**src/rtl/cp0Pkg.sv**
```systemverilog
`default_nettype none

package cp0Pkg;

    typedef logic [31:0] word_t;
    typedef logic [4:0]  regAddr_t;
    typedef logic [4:0]  excCode_t;
    typedef logic [5:0]  hwInt_t;
    typedef logic [7:0]  intPend_t;   // Cause IP7..IP0
    typedef logic [7:0]  intMask_t;   // Status IM7..IM0
    typedef logic [9:0]  excFlags_t;

    // Listed from highest to lowest priority
    typedef enum logic [3:0] {
        excNone,
        excInterrupt,
        excFetchAddr,
        excReserved,
        excSyscall,
        excBreak,
        excEret,
        excTrap,
        excOverflow,
        excStoreAddr,
        excLoadAddr
    } excKind_t;

    typedef enum logic {
        modeNormal,
        modeExcLevel
    } cp0Mode_t;

    // Bit positions in excFlags
    localparam int FLAG_INTERRUPT = 0;
    localparam int FLAG_FETCHADDR = 1;
    localparam int FLAG_RESERVED  = 2;
    localparam int FLAG_SYSCALL   = 3;
    localparam int FLAG_BREAK     = 4;
    localparam int FLAG_ERET      = 5;
    localparam int FLAG_TRAP      = 6;
    localparam int FLAG_OVERFLOW  = 7;
    localparam int FLAG_STOREADDR = 8;
    localparam int FLAG_LOADADDR  = 9;

    localparam regAddr_t REG_BADVADDR = 5'd8;
    localparam regAddr_t REG_COUNT    = 5'd9;
    localparam regAddr_t REG_COMPARE  = 5'd11;
    localparam regAddr_t REG_STATUS   = 5'd12;
    localparam regAddr_t REG_CAUSE    = 5'd13;
    localparam regAddr_t REG_EPC      = 5'd14;

    localparam excCode_t CODE_INT  = 5'h00;
    localparam excCode_t CODE_ADEL = 5'h04;
    localparam excCode_t CODE_ADES = 5'h05;
    localparam excCode_t CODE_SYS  = 5'h08;
    localparam excCode_t CODE_BP   = 5'h09;
    localparam excCode_t CODE_RI   = 5'h0a;
    localparam excCode_t CODE_OV   = 5'h0c;
    localparam excCode_t CODE_TR   = 5'h0d;

    localparam word_t DELAY_SLOT_OFFSET = 32'd4;  // Branch sits one word before the slot

endpackage

`default_nettype wire

```
**src/rtl/excControl.sv**
```systemverilog
`default_nettype none
`timescale 1ns/1ps

module excControl (
    input  wire logic              clk,
    input  wire logic              rst,
    input  wire logic              wrEn,
    input  wire cp0Pkg::regAddr_t  wrAddr,
    input  wire cp0Pkg::word_t     wrData,
    input  wire cp0Pkg::excFlags_t excFlags,
    input  wire logic              inDelaySlot,
    output logic                   wrStatus,
    output logic                   wrCause,
    output logic                   wrEpc,
    output logic                   wrCount,
    output logic                   wrCompare,
    output logic                   epcLoad,
    output logic                   badFromPc,
    output logic                   badFromData,
    output logic                   statusExl,
    output logic                   causeBd,
    output cp0Pkg::excCode_t       causeExcCode
);

    cp0Pkg::excKind_t kind;
    cp0Pkg::cp0Mode_t mode;
    cp0Pkg::cp0Mode_t nextMode;
    logic             excTaken;      // Any kind other than Eret

    // Register write strobes
    assign wrStatus  = wrEn && (wrAddr == cp0Pkg::REG_STATUS);
    assign wrCause   = wrEn && (wrAddr == cp0Pkg::REG_CAUSE);
    assign wrEpc     = wrEn && (wrAddr == cp0Pkg::REG_EPC);
    assign wrCount   = wrEn && (wrAddr == cp0Pkg::REG_COUNT);
    assign wrCompare = wrEn && (wrAddr == cp0Pkg::REG_COMPARE);

    always_comb begin
        if (excFlags[cp0Pkg::FLAG_INTERRUPT])      kind = cp0Pkg::excInterrupt;
        else if (excFlags[cp0Pkg::FLAG_FETCHADDR]) kind = cp0Pkg::excFetchAddr;
        else if (excFlags[cp0Pkg::FLAG_RESERVED])  kind = cp0Pkg::excReserved;
        else if (excFlags[cp0Pkg::FLAG_SYSCALL])   kind = cp0Pkg::excSyscall;
        else if (excFlags[cp0Pkg::FLAG_BREAK])     kind = cp0Pkg::excBreak;
        else if (excFlags[cp0Pkg::FLAG_ERET])      kind = cp0Pkg::excEret;
        else if (excFlags[cp0Pkg::FLAG_TRAP])      kind = cp0Pkg::excTrap;
        else if (excFlags[cp0Pkg::FLAG_OVERFLOW])  kind = cp0Pkg::excOverflow;
        else if (excFlags[cp0Pkg::FLAG_STOREADDR]) kind = cp0Pkg::excStoreAddr;
        else if (excFlags[cp0Pkg::FLAG_LOADADDR])  kind = cp0Pkg::excLoadAddr;
        else                                       kind = cp0Pkg::excNone;
    end

    assign excTaken    = (kind != cp0Pkg::excNone) && (kind != cp0Pkg::excEret);
    assign statusExl   = (mode == cp0Pkg::modeExcLevel);
    assign epcLoad     = excTaken && !statusExl;  // No EPC update when nested
    assign badFromPc   = (kind == cp0Pkg::excFetchAddr);
    assign badFromData = (kind == cp0Pkg::excStoreAddr) || (kind == cp0Pkg::excLoadAddr);

    // EXL machine where exceptions override a Status write
    always_comb begin
        nextMode = mode;
        case (mode)
            cp0Pkg::modeNormal: begin
                if (excTaken)                  nextMode = cp0Pkg::modeExcLevel;
                else if (kind == cp0Pkg::excEret) nextMode = cp0Pkg::modeNormal;
                else if (wrStatus && wrData[1]) nextMode = cp0Pkg::modeExcLevel;
            end
            cp0Pkg::modeExcLevel: begin
                if (kind == cp0Pkg::excEret)    nextMode = cp0Pkg::modeNormal;
                else if (excTaken)              nextMode = cp0Pkg::modeExcLevel;
                else if (wrStatus && !wrData[1]) nextMode = cp0Pkg::modeNormal;
            end
            default: nextMode = cp0Pkg::modeNormal;
        endcase
    end

    always_ff @(posedge clk) begin
        if (rst) begin
            mode <= cp0Pkg::modeNormal;
        end else begin
            mode <= nextMode;
        end
    end

    always_ff @(posedge clk) begin
        if (rst) begin
            causeBd <= 1'b0;
        end else if (epcLoad) begin
            causeBd <= inDelaySlot;
        end
    end

    always_ff @(posedge clk) begin
        if (rst) begin
            causeExcCode <= '0;
        end else begin
            case (kind)
                cp0Pkg::excInterrupt: causeExcCode <= cp0Pkg::CODE_INT;
                cp0Pkg::excFetchAddr: causeExcCode <= cp0Pkg::CODE_ADEL;
                cp0Pkg::excReserved:  causeExcCode <= cp0Pkg::CODE_RI;
                cp0Pkg::excSyscall:   causeExcCode <= cp0Pkg::CODE_SYS;
                cp0Pkg::excBreak:     causeExcCode <= cp0Pkg::CODE_BP;
                cp0Pkg::excTrap:      causeExcCode <= cp0Pkg::CODE_TR;
                cp0Pkg::excOverflow:  causeExcCode <= cp0Pkg::CODE_OV;
                cp0Pkg::excStoreAddr: causeExcCode <= cp0Pkg::CODE_ADES;
                cp0Pkg::excLoadAddr:  causeExcCode <= cp0Pkg::CODE_ADEL;
                default:              causeExcCode <= causeExcCode;  // None or Eret
            endcase
        end
    end

endmodule

`default_nettype wire

```
**src/rtl/cp0Timer.sv**
```systemverilog
`default_nettype none
`timescale 1ns/1ps

module cp0Timer (
    input  wire logic          clk,
    input  wire logic          rst,
    input  wire logic          wrCount,
    input  wire logic          wrCompare,
    input  wire cp0Pkg::word_t wrData,
    output cp0Pkg::word_t      count,
    output cp0Pkg::word_t      compare,
    output logic               timerIrq,
    output logic               causeTi
);

    logic halfTick;  // Count advances when this is set

    always_ff @(posedge clk) begin
        if (rst) begin
            halfTick <= 1'b0;
            count    <= '0;
        end else if (wrCount) begin
            halfTick <= 1'b0;
            count    <= wrData;
        end else begin
            halfTick <= ~halfTick;
            if (halfTick) begin
                count <= count + 32'd1;
            end
        end
    end

    always_ff @(posedge clk) begin
        if (rst) begin
            compare <= '0;
        end else if (wrCompare) begin
            compare <= wrData;
        end
    end

    assign timerIrq = (count == compare);

    // Sticky until software rewrites Compare
    always_ff @(posedge clk) begin
        if (rst) begin
            causeTi <= 1'b0;
        end else if (wrCompare) begin
            causeTi <= 1'b0;
        end else if (timerIrq) begin
            causeTi <= 1'b1;
        end
    end

endmodule

`default_nettype wire

```
**src/rtl/excAddrRegs.sv**
```systemverilog
`default_nettype none
`timescale 1ns/1ps

module excAddrRegs (
    input  wire logic          clk,
    input  wire logic          rst,
    input  wire logic          epcLoad,
    input  wire logic          wrEpc,
    input  wire logic          badFromPc,
    input  wire logic          badFromData,
    input  wire logic          inDelaySlot,
    input  wire cp0Pkg::word_t excPc,
    input  wire cp0Pkg::word_t excBadAddr,
    input  wire cp0Pkg::word_t wrData,
    output cp0Pkg::word_t      epc,
    output cp0Pkg::word_t      badVAddr
);

    cp0Pkg::word_t restartPc;

    // Delay slot restarts at the branch
    assign restartPc = inDelaySlot ? (excPc - cp0Pkg::DELAY_SLOT_OFFSET) : excPc;

    always_ff @(posedge clk) begin
        if (rst) begin
            epc <= '0;
        end else if (epcLoad) begin
            epc <= restartPc;
        end else if (wrEpc) begin
            epc <= wrData;
        end
    end

    always_ff @(posedge clk) begin
        if (rst) begin
            badVAddr <= '0;
        end else if (badFromPc) begin
            badVAddr <= excPc;        // Fetch address error
        end else if (badFromData) begin
            badVAddr <= excBadAddr;
        end
    end

endmodule

`default_nettype wire

```
**src/rtl/statusCauseRegs.sv**
```systemverilog
`default_nettype none
`timescale 1ns/1ps

module statusCauseRegs (
    input  wire logic           clk,
    input  wire logic           rst,
    input  wire logic           wrStatus,
    input  wire logic           wrCause,
    input  wire cp0Pkg::word_t  wrData,
    input  wire cp0Pkg::hwInt_t hwInt,
    input  wire logic           timerIrq,
    output cp0Pkg::intMask_t    statusIm,
    output logic                statusIe,
    output cp0Pkg::intPend_t    causeIp
);

    cp0Pkg::hwInt_t ipHw;   // IP7..IP2
    logic [1:0]     ipSw;   // IP1..IP0

    always_ff @(posedge clk) begin
        if (rst) begin
            statusIm <= '0;
            statusIe <= 1'b0;
        end else if (wrStatus) begin
            statusIm <= wrData[15:8];
            statusIe <= wrData[0];
        end
    end

    // Timer shares the IP7 line
    always_ff @(posedge clk) begin
        if (rst) begin
            ipHw <= '0;
        end else begin
            ipHw <= hwInt | {timerIrq, 5'b0};
        end
    end

    always_ff @(posedge clk) begin
        if (rst) begin
            ipSw <= '0;
        end else if (wrCause) begin
            ipSw <= wrData[9:8];
        end
    end

    assign causeIp = {ipHw, ipSw};

endmodule

`default_nettype wire

```
**src/rtl/cp0ReadMux.sv**
```systemverilog
`default_nettype none
`timescale 1ns/1ps

module cp0ReadMux (
    input  wire cp0Pkg::regAddr_t rdAddr,
    input  wire cp0Pkg::intMask_t statusIm,
    input  wire logic             statusExl,
    input  wire logic             statusIe,
    input  wire logic             causeBd,
    input  wire logic             causeTi,
    input  wire cp0Pkg::intPend_t causeIp,
    input  wire cp0Pkg::excCode_t causeExcCode,
    input  wire cp0Pkg::word_t    epc,
    input  wire cp0Pkg::word_t    badVAddr,
    input  wire cp0Pkg::word_t    count,
    input  wire cp0Pkg::word_t    compare,
    output cp0Pkg::word_t         rdData
);

    cp0Pkg::word_t statusWord;
    cp0Pkg::word_t causeWord;

    // BEV is hardwired at bit 22
    assign statusWord = {9'b0, 1'b1, 6'b0, statusIm, 6'b0, statusExl, statusIe};
    assign causeWord  = {causeBd, causeTi, 14'b0, causeIp, 1'b0, causeExcCode, 2'b0};

    always_comb begin
        case (rdAddr)
            cp0Pkg::REG_BADVADDR: rdData = badVAddr;
            cp0Pkg::REG_COUNT:    rdData = count;
            cp0Pkg::REG_COMPARE:  rdData = compare;
            cp0Pkg::REG_STATUS:   rdData = statusWord;
            cp0Pkg::REG_CAUSE:    rdData = causeWord;
            cp0Pkg::REG_EPC:      rdData = epc;
            default:              rdData = '0;  // Unmapped
        endcase
    end

endmodule

`default_nettype wire

```
**src/rtl/cp0Top.sv**
```systemverilog
`default_nettype none
`timescale 1ns/1ps

module cp0Top (
    input  wire logic              clk,
    input  wire logic              rst,
    input  wire cp0Pkg::hwInt_t    hwInt,
    input  wire cp0Pkg::regAddr_t  rdAddr,
    output cp0Pkg::word_t          rdData,
    input  wire logic              wrEn,
    input  wire cp0Pkg::regAddr_t  wrAddr,
    input  wire cp0Pkg::word_t     wrData,
    input  wire cp0Pkg::excFlags_t excFlags,
    input  wire cp0Pkg::word_t     excPc,
    input  wire cp0Pkg::word_t     excBadAddr,
    input  wire logic              inDelaySlot,
    output cp0Pkg::intMask_t       statusIm,
    output logic                   statusExl,
    output logic                   statusIe,
    output cp0Pkg::intPend_t       causeIp,
    output cp0Pkg::word_t          epc
);

    logic             wrStatus;
    logic             wrCause;
    logic             wrEpc;
    logic             wrCount;
    logic             wrCompare;
    logic             epcLoad;
    logic             badFromPc;
    logic             badFromData;
    logic             causeBd;
    logic             causeTi;
    logic             timerIrq;
    cp0Pkg::excCode_t causeExcCode;
    cp0Pkg::word_t    count;
    cp0Pkg::word_t    compare;
    cp0Pkg::word_t    badVAddr;

    excControl u_excControl (
        .clk          (clk),
        .rst          (rst),
        .wrEn         (wrEn),
        .wrAddr       (wrAddr),
        .wrData       (wrData),
        .excFlags     (excFlags),
        .inDelaySlot  (inDelaySlot),
        .wrStatus     (wrStatus),
        .wrCause      (wrCause),
        .wrEpc        (wrEpc),
        .wrCount      (wrCount),
        .wrCompare    (wrCompare),
        .epcLoad      (epcLoad),
        .badFromPc    (badFromPc),
        .badFromData  (badFromData),
        .statusExl    (statusExl),
        .causeBd      (causeBd),
        .causeExcCode (causeExcCode)
    );

    cp0Timer u_cp0Timer (
        .clk       (clk),
        .rst       (rst),
        .wrCount   (wrCount),
        .wrCompare (wrCompare),
        .wrData    (wrData),
        .count     (count),
        .compare   (compare),
        .timerIrq  (timerIrq),
        .causeTi   (causeTi)
    );

    excAddrRegs u_excAddrRegs (
        .clk         (clk),
        .rst         (rst),
        .epcLoad     (epcLoad),
        .wrEpc       (wrEpc),
        .badFromPc   (badFromPc),
        .badFromData (badFromData),
        .inDelaySlot (inDelaySlot),
        .excPc       (excPc),
        .excBadAddr  (excBadAddr),
        .wrData      (wrData),
        .epc         (epc),
        .badVAddr    (badVAddr)
    );

    statusCauseRegs u_statusCauseRegs (
        .clk      (clk),
        .rst      (rst),
        .wrStatus (wrStatus),
        .wrCause  (wrCause),
        .wrData   (wrData),
        .hwInt    (hwInt),
        .timerIrq (timerIrq),
        .statusIm (statusIm),
        .statusIe (statusIe),
        .causeIp  (causeIp)
    );

    cp0ReadMux u_cp0ReadMux (
        .rdAddr       (rdAddr),
        .statusIm     (statusIm),
        .statusExl    (statusExl),
        .statusIe     (statusIe),
        .causeBd      (causeBd),
        .causeTi      (causeTi),
        .causeIp      (causeIp),
        .causeExcCode (causeExcCode),
        .epc          (epc),
        .badVAddr     (badVAddr),
        .count        (count),
        .compare      (compare),
        .rdData       (rdData)
    );

endmodule

`default_nettype wire

```
**config.mk**
```make
export PLATFORM = sky130hd
export DESIGN_NAME = cp0Top
export DESIGN_NICKNAME = d
export VERILOG_FILES = /design/src/rtl/cp0Pkg.sv /design/src/rtl/excControl.sv /design/src/rtl/cp0Timer.sv /design/src/rtl/excAddrRegs.sv /design/src/rtl/statusCauseRegs.sv /design/src/rtl/cp0ReadMux.sv /design/src/rtl/cp0Top.sv
export SDC_FILE = /design/constraint.sdc
export NUM_CORES = 1
export LEC_CHECK = 0
export ABC_AREA = 1
export BUFFER_PORTS_ARGS = -buffer_cell sky130_fd_sc_hd__buf_2
export CAP_MARGIN = 5
export CORE_MARGIN = 4
export CORE_UTILIZATION = 56
export DETAILED_ROUTE_END_ITERATION = 6
export GPL_TIMING_DRIVEN = 0
export HOLD_SLACK_MARGIN = 0.06
export PLACE_DENSITY = 0.84
export SLEW_MARGIN = 5
export SYNTH_ARGS = -nofsm -noshare
export SYNTH_HDL_FRONTEND = slang
export SYNTH_SLANG_ARGS = --single-unit
```
**constraint.sdc**
```tcl
create_clock -name clk -period 2.31 [get_ports clk]
set_clock_uncertainty 0.1 [all_clocks]
set_input_delay 0.462 -clock clk [delete_from_list [all_inputs] [get_ports clk]]
set_output_delay 0.462 -clock clk [all_outputs]
set_load 0.005 [all_outputs]
```
Word-level counts from Yosys, hierarchy flattened:

Cells that the tools add are included.

* eq/ne operators: 23
* reduce and logical (&&, ||, !) cells: 20
* $add $sub $neg: 2
* bitwise gates (word level): 3
* mux-type cells: 26

Operators with widths (count)
* 2-to-1 mux 32 bit: 7
* one-hot mux 32 bit (6 select lines): 1
* == test 5 x 4 -> 1 bit (second input constant): 11
* 2-to-1 mux 4 bit: 10
* one-hot mux 5 bit (8 select lines): 1
* adder 32 x 1 -> 32 bit (second input constant): 1
* == test 32 bit: 1
* subtractor 32 x 3 -> 32 bit (second input constant): 1
* == test 4 x 3 -> 1 bit (second input constant): 4
* == test 4 bit (second input constant): 3
* logical AND 1 bit: 9
* == test 4 x 2 -> 1 bit (second input constant): 2
* nonzero test 8 bit: 1
* 2-to-1 mux 1 bit: 6
* bitwise OR 6 bit: 1
* nonzero test 2 bit: 3
* OR reduction 2 bit: 3
* == test 4 x 1 -> 1 bit (second input constant): 1
* != test 4 x 3 -> 1 bit (second input constant): 1
* nonzero test 4 bit: 1
* logical NOT 1 bit: 2
* NOT 1 bit: 2
* one-hot mux 1 bit (2 select lines): 1
* logical OR 1 bit: 1

* register bits after elaboration: 154
* input bits: 126
* output and inout bits: 82

Logic depth before layout (Yosys ltp):

* depth in word-level cells: 15
* gate-level depth with buffers: 16
* depth with buffers taken out: 15

Hierarchy:

Synthesis repeated with hierarchy kept, for this count alone.

* cell total of the unflattened synthesis: 1608
* area total of the unflattened synthesis: 10000.8 µm²

By module, submodules not included
* cp0Timer: cells an instance 565, area an instance 3762.4 µm², instances 1
* excAddrRegs: cells an instance 550, area an instance 3636.0 µm², instances 1
* cp0ReadMux: cells an instance 303, area an instance 1371.3 µm², instances 1
* statusCauseRegs: cells an instance 86, area an instance 629.4 µm², instances 1
* excControl: cells an instance 104, area an instance 601.8 µm², instances 1

Least setup slack after synthesis:

OpenSTA, ideal clock, no wires.

* path kind: in2out
* start point: input port rdAddr[1]
* end point: output port rdData[0]
* data required time: 1.748 ns
* path buffers: 1
* cell stages on the path: 4
* setup slack: 0.298 ns
* data arrival time: 1.450 ns
* cells stage by stage: nor3_1 -> nand2_1 -> clkbuf_1 -> o2111ai_1

* longest elaborated chain between the ends: 2
* elaborated cells on any way between the ends: 7
* those cells by class: eq/ne: 6; mux: 1

Ends and longest elaborated chain
* start, declared: line cp0Top.sv:8 `input wire cp0Pkg::regAddr_t rdAddr,`
* == test 5 x 4 -> 1 bit: line cp0ReadMux.sv:28 `case (rdAddr)`
* one-hot mux 32 bit (6 select lines) (*): line cp0ReadMux.sv:28
* end, declared: line cp0Top.sv:9 `output cp0Pkg::word_t rdData,`

Every way passes the cells marked *; elsewhere a longest branch is shown, timed or not.

Final worst setup path:

* start point: input port rdAddr[0]
* end point: output port rdData[17]

The elaborated chain is that of the path after synthesis.

==> results.yml <==
placement:
  place_congestion: 1.00
  port_buffers: 206
  placed_cell_area_um2: 10900
  dp_hpwl_mm: 31.1
critical_path:
  worstPathRequired_ns: 1.75
  cp_num_buf_inv: 4
  worstPathCellList: "buf_2 > inv_2 > nor3_4 > nand2_4 > clkbuf_4 > o211ai_1 > buf_2"
  endpoint_kind: "primary output"
  cpMostUsedCell: "buf_2"
  crit_type: "in -> out"
  crit_path_top_delay_cell: "nor3_4"
  start_kind: "input port"
  path_max_fanout: 10
  max_stage_delay_ns: 0.30
  arrival_ns: 1.78
  critPathTopFamily: "buffers and inverters"
clock_tree:
  clk_latency_ns: 0.44
  clk_pin_slew_ns: 0.06
  cts_buffers: 17
  clockBufferDepth: 2
  clockRootBuffer: "clkbuf_16"
  cts_sinks: 153
  cts_tree: "built"
  h-tree-depth: 4
  cts_hold_buf: 0
cells_and_area:
  final_cell_mix: "nand2_1, buf_2, nor2_1"
  design_area_um2: 11800
  layout_commonest_cell: "nand2_1"
  multiInputGateArea_um2: 5690
  fin_util_pct: 70.8
  area_growth_pct: 23.3
  n_fill_cell: 1460
  layout-drive-gt1-share_pct: 20.7
  regArea_um2: 3060
  final_nets: 1850
synthesis:
  synth_area_um2: 9550
  syn_area_per_cell_um2: 6.43
  ys.flop_type: "dfxtp_1"
  ys_types: 49
  synth-seq-area-share_pct: 32.1
  yosys_warnings: 0
  synth_edf_count: 0
  syn-instance-count: 1486
  synth_nets: 1614
  async_flop_share_pct: 0
  ys_ff_latch: 153
global_routing:
  grt_pass1_wl_mm: 59.3
  grt.overflow.total: 0
  grt.total_usage_pct: 39.0
  grt_pass1_vias: 10800
  grt_max_degree: 17
  antenna_found_initial: 2
power_and_ir_drop:
  vdd.ir_drop.worst_uv: 621
  power_density_nw_per_um2: 594
  power_mw: 6.99
  p_leak_nw: 5.43
die:
  boundaryPins: 208
  design.die.area_um2: 19200
  core-area_um2: 16600
  start_util_pct: 57.4
  die_w_um: 139
  fp-row-count: 47
  die_h_um: 139
drt:
  vias: 11600
  routed_via_density: 5.92
  first_pass_iters: 7
  drt_wl_total_mm: 39.3
  wire_per_inst_um: 20.1
  ant_nets: 0
  drc: 1
  drtIter0Drc: 1470
sta:
  min_period_ns: 2.34
  fin_crit_sh_pct: 101
  timing.fmax_mhz: 427
  rsz0062_at_grt: "yes"
  fin_ws_ns: -0.0330
  final_hold_viol_count: 0
  finalSetupViolCount: 4
  drv_slew: 0
  worst_pin_slew_ns: 0.975
  slew_headroom_pct: 34.5
flow_run:
  maxCapViolCount: 0
run_status:
  status: "complete, but fails checks"
  violations: "DRC, setup timing"
worst_hold_path:
  hold_class: "in -> reg"
[cells by family after synthesis]
| kind of cell | after synthesis | synth area share, % |
|---|---|---|
| DFF | 153 | 32.1 |
| muxes | 2 | 0.210 |
| buffers and inverters | 225 | 9.87 |
| and+or+nand+nor | 722 | 32.5 |
| xor gates and xnor gates | 65 | 5.96 |
| AOI/OAI and AO/OA | 317 | 19.2 |
| adders and majority gates | 2 | 0.262 |
[state kept, by name, summed over array words and instances (netlist names)]
signal / flops
u_cp0Timer.compare: 32
u_cp0Timer.count: 32
u_excAddrRegs.badVAddr: 32
u_excAddrRegs.epc: 32
u_statusCauseRegs.statusIm: 8
u_statusCauseRegs.ipHw: 6
u_excControl.causeExcCode: 4
u_statusCauseRegs.ipSw: 2
u_cp0Timer.causeTi: 1
u_cp0Timer.halfTick: 1
u_excControl.causeBd: 1
u_excControl.statusExl: 1
u_statusCauseRegs.statusIe: 1
[what timing repair did]
item,4_1_cts,5_1_grt
buffers inserted,2,9
setup endpoints to repair,32,35
resized for setup,35,40
endpoints found under the hold margin,0,0
pin swaps,4,7
cloned,0,0
[worst register-to-register path: stages, from the launching register on]
cell     delay [ns]
dfxtp_1        0.48
inv_1          0.18
nor3_4         0.28
buf_4          0.16
nand3_1        0.21
nor2_1         0.28
nand2_1        0.13
xor2_1         0.15
nand2_1        0.06
a31oi_1        0.06
[power breakdown]
group	leakage (nW)	internal [mW]	switching, mW	total [mW]
clock network	0.284	1.76	1.20	2.96
registers	1.25	2.77	0.132	2.90
logic	3.90	0.400	0.724	1.12
[metal layers]
metal	track usage [%]	routed length, um	vias to the layer above
li1	-	-	5359
met3	10.4	5020	177
met4	20.6	2140	2
met5	0	13	-
met2	62.4	17600	929
met1	48.3	14400	5120
[cell usage after synthesis, types with 3 or more instances]
cell / count / area, um2
inv_2: 8 / 30.0
nand3_1: 58 / 290
o22ai_1: 10 / 62.6
nand2_2: 4 / 25.0
nor2_2: 9 / 56.3
nand2_1: 331 / 1240
buf_6: 9 / 101
nor2_1: 227 / 852
xor2_1: 53 / 464
xnor2_1: 12 / 105
nand2_4: 4 / 45.0
a31oi_1: 11 / 68.8
or2_2: 6 / 37.5
a22oi_1: 29 / 218
clkbuf_1: 45 / 169
nand4_1: 35 / 219
dfxtp_1: 153 / 3060
o21ai_1: 26 / 130
a221oi_1: 5 / 43.8
a32o_1: 4 / 40.0
buf_1: 3 / 11.3
o21ai_0: 114 / 571
o21bai_1: 5 / 37.5
nor3_1: 32 / 160
buf_2: 17 / 85.1
o2111ai_1: 3 / 26.3
o211ai_1: 19 / 143
inv_1: 138 / 518
a21oi_1: 84 / 420
[cell type report]
type / count / share of cell area [%]
antenna: 1 / 0.0212
buffer: 77 / 3.81
clock buffer: 19 / 3.85
clock inverter: 13 / 1.44
inverter: 148 / 4.79
multi-input combinational: 1108 / 48.3
sequential: 153 / 26.0
tap: 220 / 2.34
timing repair buffer: 217 / 9.46
[final timing paths]
kind                                                   startpoint                                   end  slack (ns)  cells after the start
worst max-delay path                                    rdAddr[0]                            rdData[17]       -0.03                      7
worst min-delay path                                     hwInt[3]  u_statusCauseRegs.ipHw[3]$_SDFF_PP0_        0.13                      3
worst max register to register   u_cp0Timer.count[2]$_SDFFE_PP0P_     u_cp0Timer.count[29]$_SDFFE_PP0P_        0.07                      9
worst min register to register  u_excControl.causeBd$_SDFFE_PP0P_     u_excControl.causeBd$_SDFFE_PP0P_        0.37                      2
[stage by stage]
step	setup slack (ns)	cells	hold WS, ns	setup TNS [ns]
after floorplan	0.298	1486	0.330	0
after global placement	-0.552	1912	0.349	-15.10
after detailed placement	-0.554	1912	0.356	-15.65
after CTS	-0.0412	1946	0.125	-0.157
after global routing	-0.0286	1956	0.129	-0.131
final	-0.0330	1956	0.126	-0.106
No activity file was read; power rests on OpenSTA's default activity.
